--- src/rtl/render_params.svh ---
`ifndef RENDER_PARAMS_SVH
`define RENDER_PARAMS_SVH

// --------------------
// screen geometry
// --------------------
`define RND_H_VISIBLE   10'd640
`define RND_V_VISIBLE   10'd480
`define RND_HALF_W      10'd320     // first column of the player 2 view
`define RND_HUD_TOP     10'd360     // first HUD row

// map size in world units
`define RND_MAP_W       10'd320
`define RND_MAP_H       10'd240

// main view zoom, screen to world is a right shift
`define RND_ZOOM_SHIFT  3
`define RND_VIEW_OFS_X  10'd20      // world offset of the view's left edge
`define RND_VIEW_OFS_Y  10'd22

// self car sits fixed at this view position
`define RND_SELF_CX     10'd160
`define RND_SELF_CY     10'd180
`define RND_CAR_HALF    10'd37      // box spans centre +- this

// --------------------
// minimap window
// --------------------
`define RND_MM_X0       10'd240
`define RND_MM_X1       10'd400     // exclusive
`define RND_MM_SHIFT    1           // half scale
`define RND_DOT_R       10'd4       // dot half size in world units

// fixed colours
`define RND_COL_SEP     12'hFFF
`define RND_COL_HUD     12'h444
`define RND_COL_OUT     12'h6B4
`define RND_COL_P1      12'hF00
`define RND_COL_P2      12'h00F

`endif

--- src/rtl/render_pkg.sv ---
package render_pkg;

    // screen or world coordinate
    typedef logic [9:0] coord_t;

    // one player's place on the map
    typedef struct packed {
        coord_t x;
        coord_t y;
    } world_pos_t;

    // 4 bits per channel
    typedef struct packed {
        logic [3:0] r;
        logic [3:0] g;
        logic [3:0] b;
    } rgb12_t;

    // map memory word and address
    typedef logic [3:0]  map_index_t;
    typedef logic [16:0] map_addr_t;    // 320 x 240 words

    // --------------------
    // pixel class flags
    // --------------------
    // several may be set at once, result sorts them by priority
    typedef struct packed {
        logic blank;        // outside the visible area
        logic hud_sep;      // rows 359 and 360
        logic hud;          // bottom HUD strip
        logic minimap;      // minimap window inside the HUD
        logic screen_sep;   // columns 319 and 320
        logic is_right;     // player 2 half
    } region_t;

endpackage

--- src/rtl/hit_if.sv ---
`timescale 1ns/1ps

// hit and region flags, execute to result
interface hit_if;

    logic                valid;
    render_pkg::region_t region;
    logic                self_hit;     // inside the fixed centre box
    logic                enemy_hit;
    logic                out_of_map;   // main view only
    logic                p1_dot;       // minimap only
    logic                p2_dot;

    modport execute_mp (
        output valid, region, self_hit, enemy_hit, out_of_map, p1_dot, p2_dot
    );

    modport result_mp (
        input valid, region, self_hit, enemy_hit, out_of_map, p1_dot, p2_dot
    );

endinterface

--- src/rtl/view_if.sv ---
`timescale 1ns/1ps

// classified pixel, decode to execute
interface view_if;

    logic                   valid;      // one cycle per pixel
    render_pkg::region_t    region;
    render_pkg::coord_t     rel_x;      // column within the half
    render_pkg::coord_t     v;
    render_pkg::coord_t     h;
    render_pkg::world_pos_t self_pos;   // player that owns this half
    render_pkg::world_pos_t enemy_pos;

    modport decode_mp (
        output valid, region, rel_x, v, h, self_pos, enemy_pos
    );

    modport execute_mp (
        input valid, region, rel_x, v, h, self_pos, enemy_pos
    );

endinterface

--- src/rtl/pixel_decode.sv ---
`timescale 1ns/1ps
`include "render_params.svh"

module pixel_decode (
    input  logic               clk,
    input  logic               arst_n,
    input  logic               req,
    input  render_pkg::coord_t h_cnt,
    input  render_pkg::coord_t v_cnt,
    input  render_pkg::coord_t p1_x,
    input  render_pkg::coord_t p1_y,
    input  render_pkg::coord_t p2_x,
    input  render_pkg::coord_t p2_y,
    input  logic               busy,        // result side still owns a pixel
    view_if.decode_mp          view
);

    logic                   active;         // set from capture until the pixel retires
    logic                   start;
    render_pkg::region_t    cls;
    render_pkg::world_pos_t p1_pos;
    render_pkg::world_pos_t p2_pos;

    assign start  = req && !busy && !active;
    assign p1_pos = '{x: p1_x, y: p1_y};
    assign p2_pos = '{x: p2_x, y: p2_y};

    // --------------------
    // classify
    // --------------------
    always_comb begin
        cls.blank      = (h_cnt >= `RND_H_VISIBLE) || (v_cnt >= `RND_V_VISIBLE);
        cls.hud_sep    = (v_cnt == `RND_HUD_TOP - 10'd1) || (v_cnt == `RND_HUD_TOP);
        cls.hud        = (v_cnt >= `RND_HUD_TOP);
        cls.minimap    = (h_cnt >= `RND_MM_X0) && (h_cnt < `RND_MM_X1) && cls.hud;
        cls.screen_sep = (h_cnt == `RND_HALF_W - 10'd1) || (h_cnt == `RND_HALF_W);
        cls.is_right   = (h_cnt >= `RND_HALF_W);
    end

    always_ff @(posedge clk or negedge arst_n) begin
        if (!arst_n) begin
            active     <= 1'b0;
            view.valid <= 1'b0;
        end else begin
            view.valid <= start;
            if (start)
                active <= 1'b1;
            else if (!busy && !view.valid)  // handed over and acked
                active <= 1'b0;
        end
    end

    // payload, picked up only on capture
    always_ff @(posedge clk) begin
        if (start) begin
            view.region    <= cls;
            view.h         <= h_cnt;
            view.v         <= v_cnt;
            view.rel_x     <= cls.is_right ? h_cnt - `RND_HALF_W : h_cnt;
            view.self_pos  <= cls.is_right ? p2_pos : p1_pos;
            view.enemy_pos <= cls.is_right ? p1_pos : p2_pos;
        end
    end

endmodule

--- src/rtl/pixel_execute.sv ---
`timescale 1ns/1ps
`include "render_params.svh"

module pixel_execute (
    input  logic                  clk,
    input  logic                  arst_n,
    view_if.execute_mp            view,
    hit_if.execute_mp             hit,
    output logic                  map_rd,
    output render_pkg::map_addr_t map_addr
);

    // row major address with 320 = 256 + 64
    function automatic render_pkg::map_addr_t lin_addr(render_pkg::coord_t x,
                                                       render_pkg::coord_t y);
        render_pkg::map_addr_t ye;
        ye = {7'd0, y};
        return (ye << 8) + (ye << 6) + {7'd0, x};
    endfunction

    function automatic logic near(render_pkg::coord_t a, render_pkg::coord_t b);
        render_pkg::coord_t d;
        d = (a >= b) ? a - b : b - a;
        return d <= `RND_DOT_R;
    endfunction

    // --------------------
    // main view
    // --------------------
    render_pkg::coord_t wx, wy;
    logic               out_of_map;
    logic               in_view;

    assign wx = (view.rel_x >> `RND_ZOOM_SHIFT) + (view.self_pos.x - `RND_VIEW_OFS_X);
    assign wy = (view.v >> `RND_ZOOM_SHIFT) + (view.self_pos.y - `RND_VIEW_OFS_Y);
    assign out_of_map = (wx >= `RND_MAP_W) || (wy >= `RND_MAP_H);
    assign in_view = !view.region.blank && !view.region.hud && !view.region.hud_sep;

    // minimap read coords in world units
    render_pkg::coord_t     mm_x, mm_y;
    render_pkg::world_pos_t p1_pos, p2_pos;

    assign mm_x   = (view.h - `RND_MM_X0) << `RND_MM_SHIFT;
    assign mm_y   = (view.v - `RND_HUD_TOP) << `RND_MM_SHIFT;
    assign p1_pos = view.region.is_right ? view.enemy_pos : view.self_pos;
    assign p2_pos = view.region.is_right ? view.self_pos : view.enemy_pos;

    // --------------------
    // car boxes
    // --------------------
    logic               self_hit;
    logic               enemy_hit;
    logic signed [15:0] dx, dy, ex_lo, ex_hi, ey_lo, ey_hi, px, py;

    assign self_hit = (view.rel_x >= `RND_SELF_CX - `RND_CAR_HALF) &&
                      (view.rel_x <= `RND_SELF_CX + `RND_CAR_HALF) &&
                      (view.v >= `RND_SELF_CY - `RND_CAR_HALF) &&
                      (view.v <= `RND_SELF_CY + `RND_CAR_HALF);

    assign dx = $signed({6'd0, view.enemy_pos.x}) - $signed({6'd0, view.self_pos.x});
    assign dy = $signed({6'd0, view.enemy_pos.y}) - $signed({6'd0, view.self_pos.y});

    // enemy box edges around the zoomed position difference
    assign ex_lo = $signed({6'd0, `RND_SELF_CX - `RND_CAR_HALF}) + (dx <<< `RND_ZOOM_SHIFT);
    assign ex_hi = $signed({6'd0, `RND_SELF_CX + `RND_CAR_HALF}) + (dx <<< `RND_ZOOM_SHIFT);
    assign ey_lo = $signed({6'd0, `RND_SELF_CY - `RND_CAR_HALF}) + (dy <<< `RND_ZOOM_SHIFT);
    assign ey_hi = $signed({6'd0, `RND_SELF_CY + `RND_CAR_HALF}) + (dy <<< `RND_ZOOM_SHIFT);
    assign px    = $signed({6'd0, view.rel_x});
    assign py    = $signed({6'd0, view.v});

    assign enemy_hit = (px >= ex_lo) && (px <= ex_hi) &&
                       (py >= ey_lo) && (py <= ey_hi);

    always_ff @(posedge clk or negedge arst_n) begin
        if (!arst_n) begin
            hit.valid <= 1'b0;
            map_rd    <= 1'b0;
        end else begin
            hit.valid <= view.valid;
            map_rd    <= view.valid && !view.region.blank;    // single read pulse
        end
    end

    always_ff @(posedge clk) begin
        if (view.valid) begin
            hit.region     <= view.region;
            hit.self_hit   <= self_hit;
            hit.enemy_hit  <= enemy_hit;
            hit.out_of_map <= out_of_map;
            hit.p1_dot     <= near(mm_x, p1_pos.x) && near(mm_y, p1_pos.y);
            hit.p2_dot     <= near(mm_x, p2_pos.x) && near(mm_y, p2_pos.y);
            if (in_view && !out_of_map)
                map_addr <= lin_addr(wx, wy);
            else if (view.region.minimap)
                map_addr <= lin_addr(mm_x, mm_y);
            else
                map_addr <= '0;
        end
    end

endmodule

--- src/rtl/pixel_result.sv ---
`timescale 1ns/1ps
`include "render_params.svh"

module pixel_result (
    input  logic                   clk,
    input  logic                   arst_n,
    input  logic                   req,
    input  render_pkg::map_index_t map_index,
    hit_if.result_mp               hit,
    output logic                   ack,
    output logic [3:0]             red,
    output logic [3:0]             green,
    output logic [3:0]             blue,
    output logic                   busy
);

    // map colour indices
    function automatic render_pkg::rgb12_t palette(render_pkg::map_index_t idx);
        case (idx)
            4'd0:    return `RND_COL_OUT;   // grass
            4'd1:    return 12'h888;
            4'd2:    return 12'hFFF;
            4'd3:    return 12'hF80;
            4'd4:    return 12'h00A;
            4'd5:    return 12'h642;
            default: return 12'h000;
        endcase
    endfunction

    logic                pend;              // waiting on map_index
    render_pkg::region_t rg;
    logic                self_q, enemy_q, oom_q, p1_q, p2_q;
    render_pkg::rgb12_t  pix;
    render_pkg::rgb12_t  colour;

    // held while the memory answers
    always_ff @(posedge clk) begin
        if (hit.valid) begin
            rg      <= hit.region;
            self_q  <= hit.self_hit;
            enemy_q <= hit.enemy_hit;
            oom_q   <= hit.out_of_map;
            p1_q    <= hit.p1_dot;
            p2_q    <= hit.p2_dot;
        end
    end

    // --------------------
    // colour priority
    // --------------------
    always_comb begin
        if (rg.blank)
            pix = 12'h000;
        else if (rg.hud_sep)
            pix = `RND_COL_SEP;
        else if (rg.hud) begin
            if (rg.minimap && p1_q)
                pix = `RND_COL_P1;
            else if (rg.minimap && p2_q)
                pix = `RND_COL_P2;
            else if (rg.minimap)
                pix = palette(map_index);
            else
                pix = `RND_COL_HUD;
        end else if (rg.screen_sep)
            pix = `RND_COL_SEP;
        else if (self_q)
            pix = rg.is_right ? `RND_COL_P2 : `RND_COL_P1;     // own car
        else if (enemy_q)
            pix = rg.is_right ? `RND_COL_P1 : `RND_COL_P2;
        else if (oom_q)
            pix = `RND_COL_OUT;
        else
            pix = palette(map_index);
    end

    always_ff @(posedge clk or negedge arst_n) begin
        if (!arst_n) begin
            pend   <= 1'b0;
            ack    <= 1'b0;
            colour <= '0;
        end else begin
            pend <= hit.valid;
            if (pend) begin
                colour <= pix;
                ack    <= 1'b1;
            end else if (ack && !req) begin
                ack <= 1'b0;    // requester let go
            end
        end
    end

    assign busy  = hit.valid || pend || ack;
    assign red   = colour.r;
    assign green = colour.g;
    assign blue  = colour.b;

endmodule

--- src/rtl/split_screen_renderer.sv ---
`timescale 1ns/1ps

module split_screen_renderer (
    input  logic                   clk,
    input  logic                   arst_n,
    input  logic                   req,
    input  render_pkg::coord_t     h_cnt,
    input  render_pkg::coord_t     v_cnt,
    input  render_pkg::coord_t     p1_x,
    input  render_pkg::coord_t     p1_y,
    input  render_pkg::coord_t     p2_x,
    input  render_pkg::coord_t     p2_y,
    input  render_pkg::map_index_t map_index,
    output logic                   ack,
    output logic [3:0]             red,
    output logic [3:0]             green,
    output logic [3:0]             blue,
    output logic                   map_rd,
    output render_pkg::map_addr_t  map_addr
);

    logic busy;     // result still holds a pixel

    view_if view_bus ();
    hit_if  hit_bus ();

    // --------------------
    // stages
    // --------------------
    pixel_decode u_decode (
        .clk    (clk),
        .arst_n (arst_n),
        .req    (req),
        .h_cnt  (h_cnt),
        .v_cnt  (v_cnt),
        .p1_x   (p1_x),
        .p1_y   (p1_y),
        .p2_x   (p2_x),
        .p2_y   (p2_y),
        .busy   (busy),
        .view   (view_bus.decode_mp)
    );

    pixel_execute u_execute (
        .clk      (clk),
        .arst_n   (arst_n),
        .view     (view_bus.execute_mp),
        .hit      (hit_bus.execute_mp),
        .map_rd   (map_rd),
        .map_addr (map_addr)    // external map memory
    );

    pixel_result u_result (
        .clk       (clk),
        .arst_n    (arst_n),
        .req       (req),
        .map_index (map_index),
        .hit       (hit_bus.result_mp),
        .ack       (ack),
        .red       (red),
        .green     (green),
        .blue      (blue),
        .busy      (busy)
    );

endmodule

--- config.mk ---
export PLATFORM = sky130hd
export DESIGN_NAME = split_screen_renderer
export DESIGN_NICKNAME = d
export VERILOG_FILES = /design/src/rtl/render_pkg.sv /design/src/rtl/hit_if.sv /design/src/rtl/view_if.sv /design/src/rtl/pixel_decode.sv /design/src/rtl/pixel_execute.sv /design/src/rtl/pixel_result.sv /design/src/rtl/split_screen_renderer.sv
export VERILOG_INCLUDE_DIRS = /design/src /design/src/rtl
export SDC_FILE = /design/constraint.sdc
export NUM_CORES = 1
export LEC_CHECK = 0
export ABC_AREA = 1
export BUFFER_PORTS_ARGS = -buffer_cell sky130_fd_sc_hd__buf_2
export CAP_MARGIN = 20
export CORE_MARGIN = 3
export CORE_UTILIZATION = 40
export CTS_CLUSTER_SIZE = 12
export DETAILED_ROUTE_END_ITERATION = 12
export PLACE_DENSITY = 0.56
export SYNTH_ARGS = -nofsm -noshare
export SYNTH_HDL_FRONTEND = slang
export SYNTH_SLANG_ARGS = --single-unit
export TNS_END_PERCENT = 10
--- constraint.sdc ---
create_clock -name clk -period 8.5 [get_ports clk]
set_clock_uncertainty 0.2 [all_clocks]
set_input_delay 1.275 -clock clk [delete_from_list [all_inputs] [get_ports clk]]
set_output_delay 1.275 -clock clk [all_outputs]
set_load 0.01 [all_outputs]
# Word level (Yosys, flattened, before mapping)
# Index checks and enable logic that the tools add are counted.
[word_totals]
reg_bits = 132
input_bits = 67
word_cells = 168
[classes]
add_sub_neg = 25
order_cmp = 24
n_eq_ne = 9
n_mux = 28
n_reduce_logical = 37
[op_table]
columns = ["cell", "count"]
rows = [
  ["12-bit 2-to-1 mux", 12],
  ["20-bit 2-to-1 mux", 4],
  ["10-bit subtractor", 8],
  ["12-bit one-hot mux with 6 select lines", 1],
  ["10-bit 2-to-1 mux", 5],
  ["9-bit by 16-bit adder with 16-bit output (first input constant)", 3],
  ["10-bit by 9-bit equality test with 1-bit output (second input constant)", 4],
  ["10-bit greater-or-equal comparator", 4],
  ["10-bit by 9-bit greater-or-equal comparator with 1-bit output (second input constant)", 4],
  ["10-bit by 3-bit <= comparator with 1-bit output (second input constant)", 4],
  ["17-bit by 10-bit adder with 17-bit output", 2],
  ["17-bit by 16-bit adder with 17-bit output", 2],
  ["17-bit 2-to-1 mux", 2],
  ["11-bit by 16-bit greater-or-equal comparator with 1-bit output", 2],
  ["11-bit by 16-bit <= comparator with 1-bit output", 2],
  ["10-bit by 8-bit greater-or-equal comparator with 1-bit output (second input constant)", 3],
  ["10-bit by 10-bit subtractor with 11-bit output", 2],
  ["7-bit by 10-bit adder with 10-bit output", 2],
  ["10-bit by 8-bit <= comparator with 1-bit output (second input constant)", 2],
  ["1-bit logical AND", 20],
  ["10-bit by 5-bit subtractor with 10-bit output (second input constant)", 2],
  ["8-bit by 16-bit adder with 16-bit output (first input constant)", 1],
  ["10-bit greater-or-equal comparator (second input constant)", 1],
  ["10-bit by 7-bit greater-or-equal comparator with 1-bit output (second input constant)", 1],
  ["12 further kinds", 30],
]

# Longest topological paths before layout
[depth]
word_depth = 9
ltp_mapped = 24
ltp_nobuf = 24

# By module
# From an unflattened synthesis, not the netlist that was laid out.
[unflattened]
cells_unflattened = 2078
hier_area_um2 = 14371.3
[modules_own_cells]
columns = ["module", "instances", "cells_each", "area_per_inst_um2"]
rows = [
  ["pixel_execute", 1, 1616, 9870.7],
  ["pixel_decode", 1, 286, 3201.8],
  ["pixel_result", 1, 176, 1298.7],
]

# Worst setup path before layout
# OpenSTA, ideal clock, no wires.
[synth_timing]
kind = "input to register"
startpoint = "input port req"
endpoint = "register u_decode.view.valid"
t_arrival_ns = 6.118
required_ns = 7.681
setup_slack_ns = 1.563
cell_stages = 2
path_buffers = 0
cell_sequence = "inv_1 nor3_1"
[synth_between]
elab_chain_len = 2
[synth_rtl]
columns = ["item", "line", "source"]
rows = [
  ["start: declaration", "split_screen_renderer.sv:6", "input logic req,"],
  ["1-bit logical AND (2 in series)", "pixel_decode.sv:24", "assign start = req && !busy && !active;"],
  ["net u_decode.start", "pixel_decode.sv:19", "logic start;"],
  ["end signal: assignment", "pixel_decode.sv:45", "view.valid <= start;"],
  ["end: declaration", "view_if.sv:15", "output valid, region, rel_x, v, h, self_pos, enemy_pos"],
]
# The timed path passes the listed nets, and every way through them passes these cells.
# A chain may end at the register's enable or synchronous reset.

# Final worst setup path
[layout_timing]
startpoint = "register u_decode.view.h[4]"
endpoint = "register u_execute.map_addr[14], data pin"
[layout_between]
elab_chain_len = 4
[layout_rtl]
columns = ["item", "line", "source"]
rows = [
  ["start: declaration", "view_if.sv:15", ""],
  ["start signal: assignment", "pixel_decode.sv:57", "view.h <= h_cnt;"],
  ["9-bit by 8-bit subtractor with 9-bit output (no line)", "--", ""],
  ["17-bit by 10-bit adder with 17-bit output", "pixel_execute.sv:18", "return (ye << 8) + (ye << 6) + {7'd0, x};"],
  ["17-bit 2-to-1 mux", "pixel_execute.sv:94", "else if (view.region.minimap)"],
  ["17-bit 2-to-1 mux", "pixel_execute.sv:92", "if (in_view && !out_of_map)"],
  ["end signal: assignment", "pixel_execute.sv:93", "map_addr <= lin_addr(wx, wy);"],
  ["end signal: assignment", "pixel_execute.sv:95", "map_addr <= lin_addr(mm_x, mm_y);"],
  ["end: declaration", "pixel_execute.sv:10", "output render_pkg::map_addr_t map_addr"],
]
# No other way between the ends.

==> results.json <==
{
  "setup.worst_path.start": "u_decode.view.h[4]$_DFFE_PP_",
  "drt_iter0_drc": 898,
  "worst_slack_ns": 3.473,
  "reg2reg_from": "u_decode.view.h[4]$_DFFE_PP_",
  "area_delta_synth_final_pct": 10.74,
  "fp.dieH_um": 192,
  "reg2reg_depth": 20,
  "path_class": "reg -> reg",
  "ctsHoldBuffers": 0,
  "syn-mean-instance-area_um2": 7.028,
  "status": "finished clean",
  "layout-drive-gt1-share_pct": 7.357,
  "n_antenna_cell": 0,
  "place.gp.congestion": 0.9308,
  "vias_per_cell": 5.114,
  "fmax_mhz": 198.9,
  "final_util_pct": 45.36,
  "critPathLaunchType": "flip-flop",
  "cpLargestDelayFamily": "adder cells",
  "crit_required_ns": 8.61,
  "numCtsBuffers": 17,
  "dr.pass1.iters": 5,
  "final.min_clock_period_ns": 5.027,
  "synthFlopType": "edfxtp_1",
  "reg2reg_setup_slack_ns": 3.47,
  "first_global_vias": 12230,
  "slowest_stage": "edfxtp_1",
  "synth_area_mm2": 0.01384,
  "syn-instance-count": 1969,
  "stdcell_count": 2514,
  "path_cells": "ha_1, ha_1, fa_1, nand3_1, nand3_2, nand4_1, o211ai_1, xnor2_1, inv_1, fa_1, inv_1, ha_1, a21oi_1, o21ai_0, a21oi_1, o21ai_0, a21oi_1, xor2_1, nand4_1, nand2_1",
  "routedWlPerCell_um": 16.22,
  "worstHoldStart": "u_execute.hit.out_of_map$_DFFE_PP_",
  "drt_drc_violations_left": 0,
  "coreArea_mm2": 0.03378,
  "drt-total-wl_mm": 40.79,
  "setup_viol_count_final": 0,
  "fillers": 3536,
  "setup_tns_ns": 0,
  "portBuffers": 97,
  "ios": 98,
  "ys_ff_latch": 125,
  "dp_cells": 2482,
  "synthArstFlopShare_pct": 13.60,
  "synth_nets": 2238,
  "slew_headroom_pct": 32.13,
  "ys_types": 54,
  "vdd_drop_max_mv": 0.2132,
  "pre_cts_ws_ns": 3.496,
  "critPathCaptureType": "flip-flop",
  "power_density_mw_per_mm2": 418.3,
  "die_area_mm2": 0.03686,
  "crit_fanout": 9,
  "cts_max_path_buffers": 2,
  "synth_edf_count": 108,
  "rr_endpoint": "u_execute.map_addr[14]$_DFFE_PP_",
  "yosysSeqAreaShare_pct": 26.51,
  "num_rows": 67,
  "chipWidth_um": 192,
  "cts.sinks": 125,
  "drv_cap": 0,
  "antenna_found_initial": 0,
  "antenna_left": 0,
  "h-tree-depth": 4,
  "leakage_nw": 7.882,
  "grt.total_usage_pct": 22.56,
  "clk_latency_ns": 0.45,
  "nets": 2322,
  "clk_pin_slew_worst_paths_ns": 0.06,
  "cpPeakStageDelay_ns": 0.57,
  "slew_violations": 0,
  "cp_num_buf_inv": 2,
  "hold_path_class": "reg -> reg",
  "cts_root_buffer": "clkbuf_16",
  "worst-path-stages": 20,
  "start_util_pct": 40.96,
  "grt.overflow.total": 0,
  "vias": 12860,
  "grt_max_degree": 86,
  "tightest_slew_ns": 0.9923,
  "hold_viol": 0,
  "cts_tree": "built",
  "cp.arrival_ns": 5.13,
  "grt_pass1_wl_mm": 64.45,
  "yosys_warnings": 0,
  "cts_setup_buffers": 0,
  "whs_endpoint": "u_result.oom_q$_DFFE_PP_",
  "period_share_pct": 59.14,
  "rsz0062_at_grt": "no",
  "cts_resized": 0,
  "hold_depth": 0,
  "place_hpwl_mm": 33.53
}
## through the flow
| step | total power, mW | hold slack [ns] | instance area, µm² |
|---|---|---|---|
| after detailed placement | 5.651 | 0.2045 | 14750 |
| after CTS | 6.412 | 0.2187 | 15320 |
| after global routing | 7.137 | 0.2207 | 15320 |
| final | 6.410 | 0.2173 | 15320 |
| after global placement | 5.617 | 0.2038 | 14750 |
| after floorplan | 4.517 | 0.2003 | 13840 |
## power by group
group / internal [mW] / switching (mW)
Sequential: 0.898 / 0.155
Combinational: 1.64 / 2.99
Clock: 0.430 / 0.294
Total: 2.97 / 3.44
## cell type report
class	count	area, µm²	share of cell area [%]
Clock buffer	18	429.2	2.800
Clock inverter	14	145.1	0.9471
Inverter	334	1254	8.181
Multi-Input combinational cell	1472	8737	57.01
Sequential cell	125	3669	23.94
Tap cell	448	560.5	3.658
Timing Repair Buffer	103	530.5	3.462
## flip-flops by register name, indices dropped and copies added (netlist names), 3 cells and up
signal	count
u_decode.view.enemy_pos	20
u_decode.view.self_pos	20
u_execute.map_addr	17
u_decode.view.v	10
u_decode.view.h	9
u_decode.view.region	6
u_execute.hit.region	6
u_result.rg	6
u_decode.view.rel_x	4
u_result.blue	4
u_result.red	4
u_result.green	3
## cells in the mapped netlist (all sizes together) (2+ instances only)
cell,instances,share of area (%)
nand3,115,4.3
o221ai,3,0.19
dfrtp,17,3.1
a21o,5,0.27
buf,20,0.82
or2,12,0.54
fa,13,1.9
o311ai,3,0.19
inv,333,9.0
ha,189,17
a211oi,3,0.16
edfxtp,108,23
nand4,37,1.7
a22o,2,0.13
xor2,50,3.2
clkbuf,18,0.51
and2,2,0.090
o211ai,19,1.0
nor3,18,0.69
o21bai,7,0.38
nand2,504,14
nor2,157,4.3
a311oi,2,0.13
nand3b,9,0.49
a21boi,6,0.33
o21ai,135,4.9
a31oi,9,0.41
a21oi,143,5.4
o21a,5,0.27
xnor2,15,0.95
## logic make-up after synthesis
kind of cell / share of synthesized area (%)
mux: 0.07234
flops: 26.51
xor+xnor: 4.114
buf+inv: 10.39
simple gates: 25.82
fa+ha+maj: 18.97
compound gates: 14.12
## layout by cell type (no fill, tap or decap), types with 50 or more instances in the layout
cell and n:
buf_2 97, xor2_1 50, nand3_1 113, o21ai_0 132
nor2_1 156, a21oi_1 139, edfxtp_1 108, ha_1 189
nand2_1 503, inv_1 333
## routing by layer
layer / wire length, µm / part of all wire, % / global-route usage (%) / up-vias
met2: 18610 / 46 / 37.35 / 299
met4: 932 / 2.3 / 6.416 / 0
met1: 19400 / 48 / 30.86 / 5844
li1: - / - / - / 6664
met5: 0 / 0 / 0 / -
met3: 1850 / 4.5 / 2.975 / 49
## how the worst max path moves through the flow
stage,end
6_report,u_execute.map_addr[14]$_DFFE_PP_
2_1_floorplan,u_decode.view.valid$_DFF_PN0_
5_1_grt,u_execute.map_addr[14]$_DFFE_PP_
4_1_cts,u_execute.map_addr[14]$_DFFE_PP_
3_3_place_gp,u_execute.map_addr[14]$_DFFE_PP_
3_5_place_dp,u_execute.map_addr[14]$_DFFE_PP_
## worst reg2reg max path: stages (launching register included)
cell,delay [ns]
edfxtp_1,0.57
ha_1,0.36
ha_1,0.23
fa_1,0.41
nand3_1,0.12
nand3_2,0.10
nand4_1,0.08
o211ai_1,0.10
xnor2_1,0.44
inv_1,0.14
fa_1,0.55
inv_1,0.04
ha_1,0.35
a21oi_1,0.22
o21ai_0,0.13
a21oi_1,0.23
o21ai_0,0.11
a21oi_1,0.17
xor2_1,0.16
nand4_1,0.10
nand2_1,0.09
(Power assumes the default switching activity.)
